<file path="src/rtl/core_params.svh">
// issue queue depth must be a power of two and also sets the sender's starting credits
`ifndef CORE_PARAMS_SVH
`define CORE_PARAMS_SVH

// --------------------
// datapath sizes
`define CORE_XLEN 32          // data width
`define CORE_NREG 32          // general registers, 5-bit addresses
`define CORE_NCSR 8           // csr slots picked by the low address bits

// --------------------
// issue side
`define CORE_ISSUE_DEPTH 4    // queue entries and credits after reset

`endif

</file>
<file path="src/rtl/core_pkg.sv">
// encodings are fixed widths and shared by every execute module
package core_pkg;

  // operation code carried from issue to retire
  typedef enum logic [2:0] {
    OP_ADD  = 3'd0,
    OP_SUB  = 3'd1,
    OP_XOR  = 3'd2,
    OP_AND  = 3'd3,
    OP_CSRW = 3'd4,   // swap rs1 into the csr and old csr into rd
    OP_LOAD = 3'd5
  } op_t;

  // operand source from the bypass unit
  typedef enum logic [1:0] {
    FWD_FILE = 2'd0,  // register or csr file
    FWD_EM   = 2'd1,
    FWD_MW   = 2'd2
  } fwd_sel_t;

endpackage

</file>
<file path="src/rtl/core_csr_file.sv">
// only the low address bits select a csr so higher addresses alias onto the eight slots
`include "core_params.svh"

module core_csr_file (
  input  logic                  clk,
  input  logic                  rst,
  input  logic [11:0]           csr,
  output logic [`CORE_XLEN-1:0] csr_data,
  input  logic                  wr_en,
  input  logic [11:0]           wr_csr,
  input  logic [`CORE_XLEN-1:0] wr_data
);

  localparam int CW = $clog2(`CORE_NCSR);

  logic [`CORE_XLEN-1:0] csrs [`CORE_NCSR];

  assign csr_data = csrs[csr[CW-1:0]];

  always_ff @(posedge clk) begin
    if (rst) begin
      for (int i = 0; i < `CORE_NCSR; i++) begin
        csrs[i] <= '0;
      end
    end else if (wr_en) begin
      csrs[wr_csr[CW-1:0]] <= wr_data;
    end
  end

endmodule

</file>
<file path="src/rtl/core_ex_bypass.sv">
// valid flags must already be qualified by the stage valids and rd zero never hits
`include "core_params.svh"

module core_ex_bypass (
  input  logic [$clog2(`CORE_NREG)-1:0] de_rs1,
  input  logic                          de_rs1_valid,
  input  logic [$clog2(`CORE_NREG)-1:0] de_rs2,
  input  logic                          de_rs2_valid,
  input  logic [11:0]                   de_csr,
  input  logic                          de_csr_valid,
  input  logic [$clog2(`CORE_NREG)-1:0] em_rd,
  input  logic                          em_reg_write,
  input  logic [11:0]                   em_csr,
  input  logic                          em_csr_write,
  input  logic [$clog2(`CORE_NREG)-1:0] mw_rd,
  input  logic                          mw_reg_write,
  input  logic                          mw_mem_data_valid,
  input  logic [11:0]                   mw_csr,
  input  logic                          mw_csr_write,
  output core_pkg::fwd_sel_t            rs1_sel,
  output core_pkg::fwd_sel_t            rs2_sel,
  output core_pkg::fwd_sel_t            csr_sel,
  input  logic                          de_start_handle,
  output logic                          start_handle
);
  import core_pkg::*;

  logic rs1_em_hit;
  logic rs1_mw_hit;
  logic rs2_em_hit;
  logic rs2_mw_hit;
  logic csr_em_hit;
  logic csr_mw_hit;
  logic mw_only;

  // --------------------
  // hazard compare
  assign rs1_em_hit = de_rs1_valid && em_reg_write && (de_rs1 == em_rd);
  assign rs1_mw_hit = de_rs1_valid && mw_reg_write && (de_rs1 == mw_rd);
  assign rs2_em_hit = de_rs2_valid && em_reg_write && (de_rs2 == em_rd);
  assign rs2_mw_hit = de_rs2_valid && mw_reg_write && (de_rs2 == mw_rd);
  assign csr_em_hit = de_csr_valid && em_csr_write && (de_csr == em_csr);
  assign csr_mw_hit = de_csr_valid && mw_csr_write && (de_csr == mw_csr);

  // a register taken from MW may still be waiting on memory
  assign mw_only      = (rs1_mw_hit && !rs1_em_hit) || (rs2_mw_hit && !rs2_em_hit);
  assign start_handle = de_start_handle && (!mw_only || mw_mem_data_valid);

  // --------------------
  // operand select, youngest writer wins
  assign rs1_sel = rs1_em_hit ? FWD_EM : (rs1_mw_hit ? FWD_MW : FWD_FILE);
  assign rs2_sel = rs2_em_hit ? FWD_EM : (rs2_mw_hit ? FWD_MW : FWD_FILE);
  assign csr_sel = csr_em_hit ? FWD_EM : (csr_mw_hit ? FWD_MW : FWD_FILE);

  // rd zero arrives with its write enable already cleared
  always_comb begin
    a_rd_zero: assert (!(em_reg_write === 1'b1 && em_rd === '0) &&
                       !(mw_reg_write === 1'b1 && mw_rd === '0));
  end

endmodule

</file>
<file path="src/rtl/core_ex_stage.sv">
// one load may wait in MW at a time and memory must answer each request exactly once
`include "core_params.svh"

module core_ex_stage (
  input  logic                          clk,
  input  logic                          rst,
  input  logic                          head_valid,
  input  core_pkg::op_t                 head_op,
  input  logic [$clog2(`CORE_NREG)-1:0] head_rd,
  input  logic [11:0]                   head_csr,
  output logic                          de_rs1_valid,
  output logic                          de_rs2_valid,
  output logic                          de_csr_valid,
  output logic                          de_start_handle,
  input  logic                          start_handle,
  input  core_pkg::fwd_sel_t            rs1_sel,
  input  core_pkg::fwd_sel_t            rs2_sel,
  input  core_pkg::fwd_sel_t            csr_sel,
  input  logic [`CORE_XLEN-1:0]         rs1_data,
  input  logic [`CORE_XLEN-1:0]         rs2_data,
  input  logic [`CORE_XLEN-1:0]         csr_data,
  output logic [$clog2(`CORE_NREG)-1:0] em_rd,
  output logic                          em_reg_write,
  output logic [11:0]                   em_csr,
  output logic                          em_csr_write,
  output logic [$clog2(`CORE_NREG)-1:0] mw_rd,
  output logic                          mw_reg_write,
  output logic                          mw_mem_data_valid,
  output logic [11:0]                   mw_csr,
  output logic                          mw_csr_write,
  output logic                          gpr_wr_en,
  output logic [$clog2(`CORE_NREG)-1:0] gpr_wr_rd,
  output logic [`CORE_XLEN-1:0]         gpr_wr_data,
  output logic                          csr_wr_en,
  output logic [11:0]                   csr_wr_csr,
  output logic [`CORE_XLEN-1:0]         csr_wr_data,
  output logic                          mem_req,
  output logic [`CORE_XLEN-1:0]         mem_addr,
  input  logic                          mem_rvalid,
  input  logic [`CORE_XLEN-1:0]         mem_rdata,
  output logic                          retire_valid,
  output logic [$clog2(`CORE_NREG)-1:0] retire_rd,
  output logic [`CORE_XLEN-1:0]         retire_data,
  output logic                          retire_csr_write,
  output logic [11:0]                   retire_csr,
  output logic [`CORE_XLEN-1:0]         retire_csr_data
);
  import core_pkg::*;

  localparam int XW = `CORE_XLEN;

  logic          em_valid;
  op_t           em_op;
  logic [XW-1:0] em_result;     // rd value, or address for a load
  logic [XW-1:0] em_csr_data;   // new csr value for a swap
  logic          mw_valid;
  op_t           mw_op;
  logic [XW-1:0] mw_result;
  logic [XW-1:0] mw_csr_data;
  logic [XW-1:0] mw_value;
  logic [XW-1:0] op_a;
  logic [XW-1:0] op_b;
  logic [XW-1:0] op_c;
  logic [XW-1:0] ex_result;
  logic          mw_done;
  logic          mw_free;
  logic          em_free;

  function automatic logic [XW-1:0] pick(fwd_sel_t sel, logic [XW-1:0] file_val,
                                         logic [XW-1:0] em_val, logic [XW-1:0] mw_val);
    case (sel)
      FWD_EM:  return em_val;
      FWD_MW:  return mw_val;
      default: return file_val;
    endcase
  endfunction

  // --------------------
  // decode and flow control
  assign de_rs1_valid = head_valid;   // every op reads rs1
  assign de_rs2_valid = head_valid && (head_op inside {OP_ADD, OP_SUB, OP_XOR, OP_AND});
  assign de_csr_valid = head_valid && (head_op == OP_CSRW);

  assign mw_mem_data_valid = (mw_op != OP_LOAD) || mem_rvalid;
  assign mw_done           = mw_valid && mw_mem_data_valid;
  assign mw_free           = !mw_valid || mw_done;
  assign em_free           = !em_valid || mw_free;
  // loads never forward from EM
  assign de_start_handle   = head_valid && em_free && !(em_valid && em_op == OP_LOAD);

  // --------------------
  // operands and alu
  assign mw_value = (mw_op == OP_LOAD) ? mem_rdata : mw_result;
  assign op_a     = pick(rs1_sel, rs1_data, em_result, mw_value);
  assign op_b     = pick(rs2_sel, rs2_data, em_result, mw_value);
  assign op_c     = pick(csr_sel, csr_data, em_csr_data, mw_csr_data);

  always_comb begin
    case (head_op)
      OP_ADD:  ex_result = op_a + op_b;
      OP_SUB:  ex_result = op_a - op_b;
      OP_XOR:  ex_result = op_a ^ op_b;
      OP_AND:  ex_result = op_a & op_b;
      OP_CSRW: ex_result = op_c;      // old csr value goes to rd
      default: ex_result = op_a;      // load address
    endcase
  end

  // --------------------
  // EM and MW registers
  always_ff @(posedge clk) begin
    if (rst) begin
      em_valid <= 1'b0;
      mw_valid <= 1'b0;
      mem_req  <= 1'b0;
    end else begin
      if (em_free) begin
        em_valid <= start_handle;
      end
      if (mw_free) begin
        mw_valid <= em_valid;
      end
      mem_req <= em_valid && mw_free && (em_op == OP_LOAD);   // load enters MW
    end
  end

  always_ff @(posedge clk) begin
    if (start_handle) begin
      em_op       <= head_op;
      em_rd       <= head_rd;
      em_csr      <= head_csr;
      em_result   <= ex_result;
      em_csr_data <= op_a;
    end
    if (em_valid && mw_free) begin
      mw_op       <= em_op;
      mw_rd       <= em_rd;
      mw_csr      <= em_csr;
      mw_result   <= em_result;
      mw_csr_data <= em_csr_data;
    end
  end

  assign em_reg_write = em_valid && (em_rd != '0);
  assign em_csr_write = em_valid && (em_op == OP_CSRW);
  assign mw_reg_write = mw_valid && (mw_rd != '0);
  assign mw_csr_write = mw_valid && (mw_op == OP_CSRW);

  // --------------------
  // file writes, memory and retire
  assign gpr_wr_en   = mw_done && mw_reg_write;
  assign gpr_wr_rd   = mw_rd;
  assign gpr_wr_data = mw_value;
  assign csr_wr_en   = mw_done && mw_csr_write;
  assign csr_wr_csr  = mw_csr;
  assign csr_wr_data = mw_csr_data;
  assign mem_addr    = mw_result;   // held while the load waits

  assign retire_valid     = mw_done;
  assign retire_rd        = mw_rd;
  assign retire_data      = mw_value;
  assign retire_csr_write = mw_csr_write;
  assign retire_csr       = mw_csr;
  assign retire_csr_data  = mw_csr_data;

  // memory answers only a load waiting in MW
  a_rvalid_load: assert property (@(posedge clk) disable iff (rst)
                                  mem_rvalid |-> mw_valid && mw_op == OP_LOAD);

endmodule

</file>
<file path="src/rtl/core_ex_subsys.sv">
// issue sender starts with CORE_ISSUE_DEPTH credits and the retire port has no stall
`include "core_params.svh"

module core_ex_subsys (
  input  logic                          clk,
  input  logic                          rst,
  input  logic                          issue_valid,
  input  core_pkg::op_t                 issue_op,
  input  logic [$clog2(`CORE_NREG)-1:0] issue_rd,
  input  logic [$clog2(`CORE_NREG)-1:0] issue_rs1,
  input  logic [$clog2(`CORE_NREG)-1:0] issue_rs2,
  input  logic [11:0]                   issue_csr,
  output logic                          issue_credit,
  output logic                          mem_req,
  output logic [`CORE_XLEN-1:0]         mem_addr,
  input  logic                          mem_rvalid,
  input  logic [`CORE_XLEN-1:0]         mem_rdata,
  output logic                          retire_valid,
  output logic [$clog2(`CORE_NREG)-1:0] retire_rd,
  output logic [`CORE_XLEN-1:0]         retire_data,
  output logic                          retire_csr_write,
  output logic [11:0]                   retire_csr,
  output logic [`CORE_XLEN-1:0]         retire_csr_data
);
  import core_pkg::*;

  localparam int RW = $clog2(`CORE_NREG);

  // --------------------
  // DE stage
  logic                  head_valid;
  op_t                   head_op;
  logic [RW-1:0]         head_rd;
  logic [RW-1:0]         head_rs1;
  logic [RW-1:0]         head_rs2;
  logic [11:0]           head_csr;
  logic                  de_rs1_valid;
  logic                  de_rs2_valid;
  logic                  de_csr_valid;
  logic                  de_start_handle;
  logic                  start_handle;
  fwd_sel_t              rs1_sel;
  fwd_sel_t              rs2_sel;
  fwd_sel_t              csr_sel;
  logic [`CORE_XLEN-1:0] rs1_data;
  logic [`CORE_XLEN-1:0] rs2_data;
  logic [`CORE_XLEN-1:0] csr_data;

  // --------------------
  // hazard and write back
  logic [RW-1:0]         em_rd;
  logic                  em_reg_write;
  logic [11:0]           em_csr;
  logic                  em_csr_write;
  logic [RW-1:0]         mw_rd;
  logic                  mw_reg_write;
  logic                  mw_mem_data_valid;
  logic [11:0]           mw_csr;
  logic                  mw_csr_write;
  logic                  gpr_wr_en;
  logic [RW-1:0]         gpr_wr_rd;
  logic [`CORE_XLEN-1:0] gpr_wr_data;
  logic                  csr_wr_en;
  logic [11:0]           csr_wr_csr;
  logic [`CORE_XLEN-1:0] csr_wr_data;

  core_issue_queue u_queue (
    .clk,
    .rst,
    .push     (issue_valid),
    .push_op  (issue_op),
    .push_rd  (issue_rd),
    .push_rs1 (issue_rs1),
    .push_rs2 (issue_rs2),
    .push_csr (issue_csr),
    .pop      (start_handle),   // dequeue as EM loads
    .head_valid,
    .head_op,
    .head_rd,
    .head_rs1,
    .head_rs2,
    .head_csr,
    .credit   (issue_credit)
  );

  core_gpr_file u_gpr (
    .clk,
    .rst,
    .rs1      (head_rs1),
    .rs2      (head_rs2),
    .rs1_data,
    .rs2_data,
    .wr_en    (gpr_wr_en),
    .wr_rd    (gpr_wr_rd),
    .wr_data  (gpr_wr_data)
  );

  core_csr_file u_csr (
    .clk,
    .rst,
    .csr      (head_csr),
    .csr_data,
    .wr_en    (csr_wr_en),
    .wr_csr   (csr_wr_csr),
    .wr_data  (csr_wr_data)
  );

  core_ex_bypass u_bypass (
    .de_rs1   (head_rs1),
    .de_rs2   (head_rs2),
    .de_csr   (head_csr),
    .*
  );

  core_ex_stage u_stage (.*);

endmodule

</file>
<file path="src/rtl/core_gpr_file.sv">
// x0 stays zero and a read does not see a write made in the same cycle
`include "core_params.svh"

module core_gpr_file (
  input  logic                          clk,
  input  logic                          rst,
  input  logic [$clog2(`CORE_NREG)-1:0] rs1,
  input  logic [$clog2(`CORE_NREG)-1:0] rs2,
  output logic [`CORE_XLEN-1:0]         rs1_data,
  output logic [`CORE_XLEN-1:0]         rs2_data,
  input  logic                          wr_en,
  input  logic [$clog2(`CORE_NREG)-1:0] wr_rd,
  input  logic [`CORE_XLEN-1:0]         wr_data
);

  logic [`CORE_XLEN-1:0] regs [`CORE_NREG];

  assign rs1_data = regs[rs1];   // bypass covers the MW write
  assign rs2_data = regs[rs2];

  always_ff @(posedge clk) begin
    if (rst) begin
      for (int i = 0; i < `CORE_NREG; i++) begin
        regs[i] <= '0;
      end
    end else if (wr_en && wr_rd != '0) begin
      regs[wr_rd] <= wr_data;     // x0 never written
    end
  end

endmodule

</file>
<file path="src/rtl/core_issue_queue.sv">
// sender must hold a credit per push because a full queue has no back-pressure
`include "core_params.svh"

module core_issue_queue (
  input  logic                          clk,
  input  logic                          rst,
  input  logic                          push,
  input  core_pkg::op_t                 push_op,
  input  logic [$clog2(`CORE_NREG)-1:0] push_rd,
  input  logic [$clog2(`CORE_NREG)-1:0] push_rs1,
  input  logic [$clog2(`CORE_NREG)-1:0] push_rs2,
  input  logic [11:0]                   push_csr,
  input  logic                          pop,
  output logic                          head_valid,
  output core_pkg::op_t                 head_op,
  output logic [$clog2(`CORE_NREG)-1:0] head_rd,
  output logic [$clog2(`CORE_NREG)-1:0] head_rs1,
  output logic [$clog2(`CORE_NREG)-1:0] head_rs2,
  output logic [11:0]                   head_csr,
  output logic                          credit
);
  import core_pkg::*;

  localparam int PW = $clog2(`CORE_ISSUE_DEPTH);
  localparam int RW = $clog2(`CORE_NREG);
  localparam logic [PW:0] FULL_CNT = `CORE_ISSUE_DEPTH;

  op_t           op_q  [`CORE_ISSUE_DEPTH];
  logic [RW-1:0] rd_q  [`CORE_ISSUE_DEPTH];
  logic [RW-1:0] rs1_q [`CORE_ISSUE_DEPTH];
  logic [RW-1:0] rs2_q [`CORE_ISSUE_DEPTH];
  logic [11:0]   csr_q [`CORE_ISSUE_DEPTH];
  logic [PW-1:0] wr_ptr;
  logic [PW-1:0] rd_ptr;
  logic [PW:0]   count;

  assign head_valid = (count != '0);
  assign head_op    = op_q[rd_ptr];
  assign head_rd    = rd_q[rd_ptr];
  assign head_rs1   = rs1_q[rd_ptr];
  assign head_rs2   = rs2_q[rd_ptr];
  assign head_csr   = csr_q[rd_ptr];

  // entry storage
  always_ff @(posedge clk) begin
    if (push) begin
      op_q[wr_ptr]  <= push_op;
      rd_q[wr_ptr]  <= push_rd;
      rs1_q[wr_ptr] <= push_rs1;
      rs2_q[wr_ptr] <= push_rs2;
      csr_q[wr_ptr] <= push_csr;
    end
  end

  always_ff @(posedge clk) begin
    if (rst) begin
      wr_ptr <= '0;
      rd_ptr <= '0;
      count  <= '0;
      credit <= 1'b0;
    end else begin
      wr_ptr <= wr_ptr + PW'(push);   // pointers wrap at the power of two
      rd_ptr <= rd_ptr + PW'(pop);
      count  <= count + (PW + 1)'(push) - (PW + 1)'(pop);
      credit <= pop;                  // one credit back per dequeue
    end
  end

  a_no_push_full: assert property (@(posedge clk) disable iff (rst) push |-> count != FULL_CNT);
  a_no_pop_empty: assert property (@(posedge clk) disable iff (rst) pop |-> head_valid);

endmodule

</file>
<file path="config.mk">
export PLATFORM = sky130hd
export DESIGN_NAME = core_ex_subsys
export DESIGN_NICKNAME = d
export VERILOG_FILES = /design/src/rtl/core_pkg.sv /design/src/rtl/core_csr_file.sv /design/src/rtl/core_ex_bypass.sv /design/src/rtl/core_ex_stage.sv /design/src/rtl/core_ex_subsys.sv /design/src/rtl/core_gpr_file.sv /design/src/rtl/core_issue_queue.sv
export VERILOG_INCLUDE_DIRS = /design/src /design/src/rtl
export SDC_FILE = /design/constraint.sdc
export NUM_CORES = 2
export LEC_CHECK = 0
export BUFFER_PORTS_ARGS = -buffer_cell sky130_fd_sc_hd__buf_2
export CAP_MARGIN = 20
export CORE_ASPECT_RATIO = 0.6
export CORE_MARGIN = 2
export CORE_UTILIZATION = 50
export CTS_BUF_LIST = sky130_fd_sc_hd__clkbuf_16
export CTS_CLUSTER_DIAMETER = 120
export DETAILED_ROUTE_END_ITERATION = 6
export GPL_TIMING_DRIVEN = 0
export PLACE_DENSITY = 0.65
export SYNTH_ARGS = -nofsm -noshare
export SYNTH_HDL_FRONTEND = slang
export SYNTH_HIERARCHICAL = 1
export SYNTH_SLANG_ARGS = --single-unit
export TNS_END_PERCENT = 1
</file>
<file path="constraint.sdc">
create_clock -name clk -period 16.9 [get_ports clk]
set_input_delay 3.38 -clock clk [delete_from_list [all_inputs] [get_ports clk]]
set_output_delay 3.38 -clock clk [all_outputs]
set_load 0.1 [all_outputs]
</file>
# Yosys cells after proc, flatten, opt, wreduce, memory -nomap -nowiden
# Memory sizes are Yosys's and may differ from the RTL's. A register that Yosys moved wholly into a read port is not among the register bits.
# Cells that the tools add are included.
# word_totals
ff_bits,174
output_inout_bits,117
ramBits,1400
mem_count,7
input_bits,66
word_cells,131
# classes
addsub,6
reduce_logical,48
eq_ne,21
bitwise_logic,2
muxes,31
# mem_list
name,depth,word_bits,rd,rd_ports_with_merged_regs,write_ports,line_no,rtl
u_gpr.regs,32,32,2,0,32,core_gpr_file.sv:16,logic [`CORE_XLEN-1:0] regs [`CORE_NREG];
u_csr.csrs,8,32,1,0,8,core_csr_file.sv:16,logic [`CORE_XLEN-1:0] csrs [`CORE_NCSR];
u_queue.csr_q,4,12,1,1,1,core_issue_queue.sv:32,logic [11:0] csr_q [`CORE_ISSUE_DEPTH];
u_queue.rd_q,4,5,1,1,1,core_issue_queue.sv:29,logic [RW-1:0] rd_q [`CORE_ISSUE_DEPTH];
u_queue.rs1_q,4,5,1,1,1,core_issue_queue.sv:30,logic [RW-1:0] rs1_q [`CORE_ISSUE_DEPTH];
u_queue.rs2_q,4,5,1,1,1,core_issue_queue.sv:31,logic [RW-1:0] rs2_q [`CORE_ISSUE_DEPTH];
1 more memories,n/a,n/a,n/a,n/a,n/a,n/a,
# ops
operator,count
$pmux 32 s2,3
$pmux 32 s5,1
$mux 32,3
$reduce_or 32->1,2
$add 32x32->32,1
$and 32x32->32,1
$sub 32x32->32,1
$xor 32x32->32,1
$logic_and 1x1->1,30
$eq 12x12->1,2
$eq 5x5->1,4
$mux 2,10
$eq 3x3->1 const B,5
$mux 1,12
$reduce_bool 5->1,2
$eq 2x1->1 const B,3
$eq 2x2->1 const B,3
$eq 3x2->1 const B,2
$logic_not 1->1,6
$logic_or 1x1->1,5
$mux 5,1
$add 2x1->2,2
$reduce_bool 4->1,1
$add 3x1->3,1
other kinds (6),6

# Longest topological paths before layout
# logic_depth
depth_word,13
ltp_mapped,34
ltp_nobuf,28

# Cells and area by module
# The synthesis kept the hierarchy.
# by_module_without_submodules
module,seq_area_each_um2,n_inst,area_each_um2,cells_per_inst
core_gpr_file,30749.5,1,55896.1,4605
core_ex_stage,5104.9,1,12640.9,1305
core_csr_file,7687.4,1,11641.2,729
core_issue_queue,3763.6,1,4693.3,190
core_ex_bypass,0.0,1,563.0,72

# Least setup slack after synthesis
# No wires, ideal clock.
# synth_timing
path_kind,input -> output
startpoint,input mem_rvalid
endpoint,output retire_valid
path_slack_ns,8.711
path_buffers,0
arrival_time_ns,4.809
required_ns,13.520
stages,2
path_cell_list,nor2_1 > nor2b_1
# synth_between
elab_chain_len,2
# synth_lines
item,line_no,rtl
"start, declared",core_ex_subsys.sv:16,"input logic mem_rvalid,"
$logic_or 1x1->1,core_ex_stage.sv:84,assign mw_mem_data_valid = (mw_op != OP_LOAD) || mem_rvalid;
$logic_and 1x1->1,core_ex_stage.sv:85,assign mw_done = mw_valid && mw_mem_data_valid;
"end, declared",core_ex_subsys.sv:18,"output logic retire_valid,"
# No other way between the ends.

==> results.py <==
metrics = {
    "placement": {
        "dp_hpwl_mm": 258,
        "placed_cell_area_sq_um": 89900,
        "place_congestion": 1.03,
        "portBuffers": 182,
        "dp_worst_setup_slack_ps": 6030,
    },
    "worst_setup_path": {
        "timing.rr.end": "u_stage/em_result[31]",
        "r2r_start": "u_queue/rd_ptr[1]",
        "cpMaxStageDelayCell": "clkbuf_1",
        "critPathKind": "flop to flop",
        "critPathTopFamily": "compound AO/OA/AOI/OAI gates",
        "r2r_setup_slack_ps": 5790,
        "path_depth": 31,
        "critPathCapture": "u_stage/em_result[31]",
        "critPathBufInv": 7,
        "worstPathArrival_ps": 11650,
        "ff2ff_path_depth": 31,
        "cp.required_ps": 17440,
        "cp_slowest_stage_delay_ps": 780,
        "endpoint_kind": "flop",
        "cp_max_fo": 10,
        "cp-start-kind": "flop",
        "startpoint": "u_queue/rd_ptr[1]",
    },
    "clock_tree": {
        "h-tree-depth": 4,
        "cts_tree": "built",
        "clk_latency_ps": 850,
        "cts_made_buffers": 162,
        "root_buffer": "clkbuf_16",
        "cts_resized": 0,
        "cts_buffer_depth": 4,
        "cts.sinks": 1579,
        "postCtsSetupBuffers": 0,
        "clk_pin_slew_ps": 60,
        "cts_hold_buf": 0,
    },
    "power": {
        "total_power_mw": 19.6,
        "pwr-share-seq_pct": 26.0,
        "power_density_nw_per_um2": 206,
        "switching_share_pct": 48.2,
        "switching_power_mw": 9.46,
        "power_leakage_nw": 37.0,
        "internal-power_mw": 10.2,
        "p_clk_share_pct": 17.8,
        "p_comb_share_pct": 56.2,
        "ir_drop_v": 0.000224,
    },
    "job": {
        "maxCapViolations": 0,
    },
    "logic_synthesis": {
        "ys_seq_area_share_pct": 55.4,
        "synth_cell_types": 98,
        "ys_ff_latch": 1579,
        "synth_top_family_by_area": "multiplexers",
        "synth-simple-area-share_pct": 14.0,
        "synth.top_cell.area_share_pct": 55.1,
        "netlist_area_sq_um": 85400,
        "synthArstFlopShare_pct": 0,
        "synthTopCellsByArea": "edfxtp_1, mux2i_1, and2_1, a22oi_1, nor3_1",
        "synth_ff_type": "edfxtp_1",
        "postSynthCellCount": 6901,
        "yosys_warnings": 6,
        "synth_mux_area_share_pct": 15.5,
        "synth_area_per_cell_sq_um": 12.4,
        "synth-xor-area-share_pct": 1.07,
        "synth_edf_count": 1568,
        "synth_top_cell_by_area": "edfxtp_1",
        "synth_adder_area_share_pct": 1.20,
        "synth_compound_area_share_pct": 8.13,
    },
    "global_routing": {
        "grt.total_usage_pct": 36.9,
        "use_met3_pct": 15.0,
        "grt_pass1_vias": 58500,
        "use_met2_pct": 44.9,
        "grt_max_degree": 59,
        "antenna_found_initial": 19,
        "busiest_layer": "met1",
        "grt_use_met1_pct": 58.1,
        "grt_pass1_wl_mm": 447,
        "grt_overflow": 0,
    },
    "min_path": {
        "hp-start": "u_stage/em_csr_data[19]",
        "holdPathStages": 0,
        "hp-class": "flop to flop",
    },
    "finish": {
        "nets": 7474,
        "multiInputGateArea_sq_um": 34300,
        "area_growth_pct": 11.3,
        "drive_above_1_share_pct": 13.3,
        "area.sequential_sq_um": 47300,
        "fill_cells": 14200,
        "fin_area_sq_um": 95100,
    },
    "floorplan": {
        "ios": 183,
        "dieWidth_um": 538,
        "initial_core_util_pct": 50.4,
        "rows": 117,
        "die_area_sq_um": 174000,
        "die_h_um": 324,
        "core_sq_um": 170000,
    },
    "detailed_routing": {
        "postRouteAntennaNets": 0,
        "post_drt_wl_per_cell_um": 34.0,
        "avgViaCountPerCell": 6.65,
        "drt_iter0_markers": 10900,
        "finalWirelength_mm": 330,
        "drc": 0,
        "first_pass_iters": 6,
        "vias": 64500,
    },
    "timing": {
        "finalSetupViolations": 0,
        "relSlewSlack_pct": 6.48,
        "setup_tns_ps": 0,
        "finalHoldViolations": 0,
        "skew_ps": 64.1,
        "clock.fmax_ghz": 0.0900,
        "slew_viol_final": 0,
        "finalCritPeriodShare_pct": 65.7,
        "tightest_slew_ps": 1400,
        "worst_slack_ps": 5790,
        "hold_ws_ps": 444,
        "min_period_ps": 11110,
        "rsz0062_at_grt": "false",
    },
    "status": {
        "status": "finished, final reports clean",
    },
}
==> kinds of logic after synthesis <==
logic type,after synthesis
compound gates,1026
buf+inv,783
flops,1579
simple gates,2151
fa+ha+maj,81
other cells,1
mux,1177
xor+xnor,103
==> placed cells by master, fill, tap and decap left out, types with 39 or more instances in the layout <==
master     count
buf_2        317
clkbuf_16    166
buf_4        170
edfxtp_1    1568
buf_6         39
clkbuf_1     307
nor3_1       332
a22o_1       131
inv_1         76
and2_1      1013
a22oi_1      270
o21ai_0       87
xnor2_1       67
ha_1          79
a21oi_1      265
buf_1         52
nand2_1      353
clkinv_1      61
mux2i_1     1031
nor2_1        74
mux4_2        58
nand3_1      205
a31oi_1       72
==> stage by stage <==
| stage | cells | util [%] |
|---|---|---|
| final | 9697 | 56.1 |
| after detailed placement | 9402 | 53.0 |
| after global routing | 9693 | 56.1 |
| after global placement | 9375 | 52.6 |
| after floorplan | 6932 | - |
| after CTS | 9671 | 55.8 |
==> power by group through the flow <==
stage | combinational [mW] | sequential (mW) | clock (mW)
final | 11.0 | 5.11 | 3.48
after CTS | 10.5 | 5.10 | 3.50
after global routing | 11.4 | 5.13 | 3.65
after detailed placement | 10.5 | 5.18 | 0
after global placement | 10.3 | 5.20 | 0
after floorplan | 6.64 | 5.26 | 0
==> cells in the mapped netlist (all sizes together) (5+ instances only) <==
cell type / instances
dfxtp: 11
or2: 39
a211oi: 27
xor2: 35
and4b: 5
o2111ai: 6
a22o: 131
nand2: 353
xnor2: 67
ha: 79
nand4b: 5
a31o: 5
o21a: 25
nand3: 206
mux2: 52
o21ai: 96
o211ai: 31
or3: 7
o22ai: 29
nand2b: 17
o221a: 5
a221oi: 5
a21o: 20
nor4: 9
clkbuf: 325
nor2: 90
mux2i: 1031
and2: 1016
buf: 386
nand4: 16
inv: 40
clkinv: 32
o21bai: 14
a2111oi: 5
nor3: 333
mux4: 94
a22oi: 271
a21oi: 265
nand3b: 9
a31oi: 72
edfxtp: 1568
nor2b: 24
==> worst min-delay path by stage <==
stage / to
floorplan: u_stage/csr_wr_data[0]
global placement: u_stage/csr_wr_data[20]
detailed placement: u_stage/csr_wr_data[25]
CTS: u_stage/csr_wr_data[19]
global route: u_stage/csr_wr_data[19]
finish: u_stage/csr_wr_data[19]
==> cell type report <==
type                            instances  share of cell area [%]
Tap cell                             2261                    2.97
Sequential cell                      1579                    49.7
Timing Repair Buffer                  231                    1.84
Antenna cell                            4                  0.0105
Clock buffer                          165                    4.34
Inverter                               72                   0.284
Multi-Input combinational cell       4570                    36.1
Buffer                                711                    3.95
Clock inverter                        104                   0.780
==> metal layers <==
metal	up-vias	wire, um
met4	22	10300
li1	26500	-
met1	32700	145000
met2	4796	120000
met3	508	54100
met5	-	331
==> registers in the layout, summed over array words and instances, names as in the netlist, 5 cells and up <==
signal,cells
u_stage/mem_addr,32
u_stage/csr_wr_csr,12
u_stage/em_result,32
u_csr/csrs,256
u_queue/rs2_q,20
u_stage/csr_wr_data,32
u_stage/em_csr_data,32
u_queue/csr_q,48
u_queue/rd_q,20
u_stage/gpr_wr_rd,5
u_queue/rs1_q,20
u_stage/em_csr,12
u_queue/op_q,12
u_stage/em_rd,5
u_gpr/regs,1024
(Power assumes the default switching activity.)
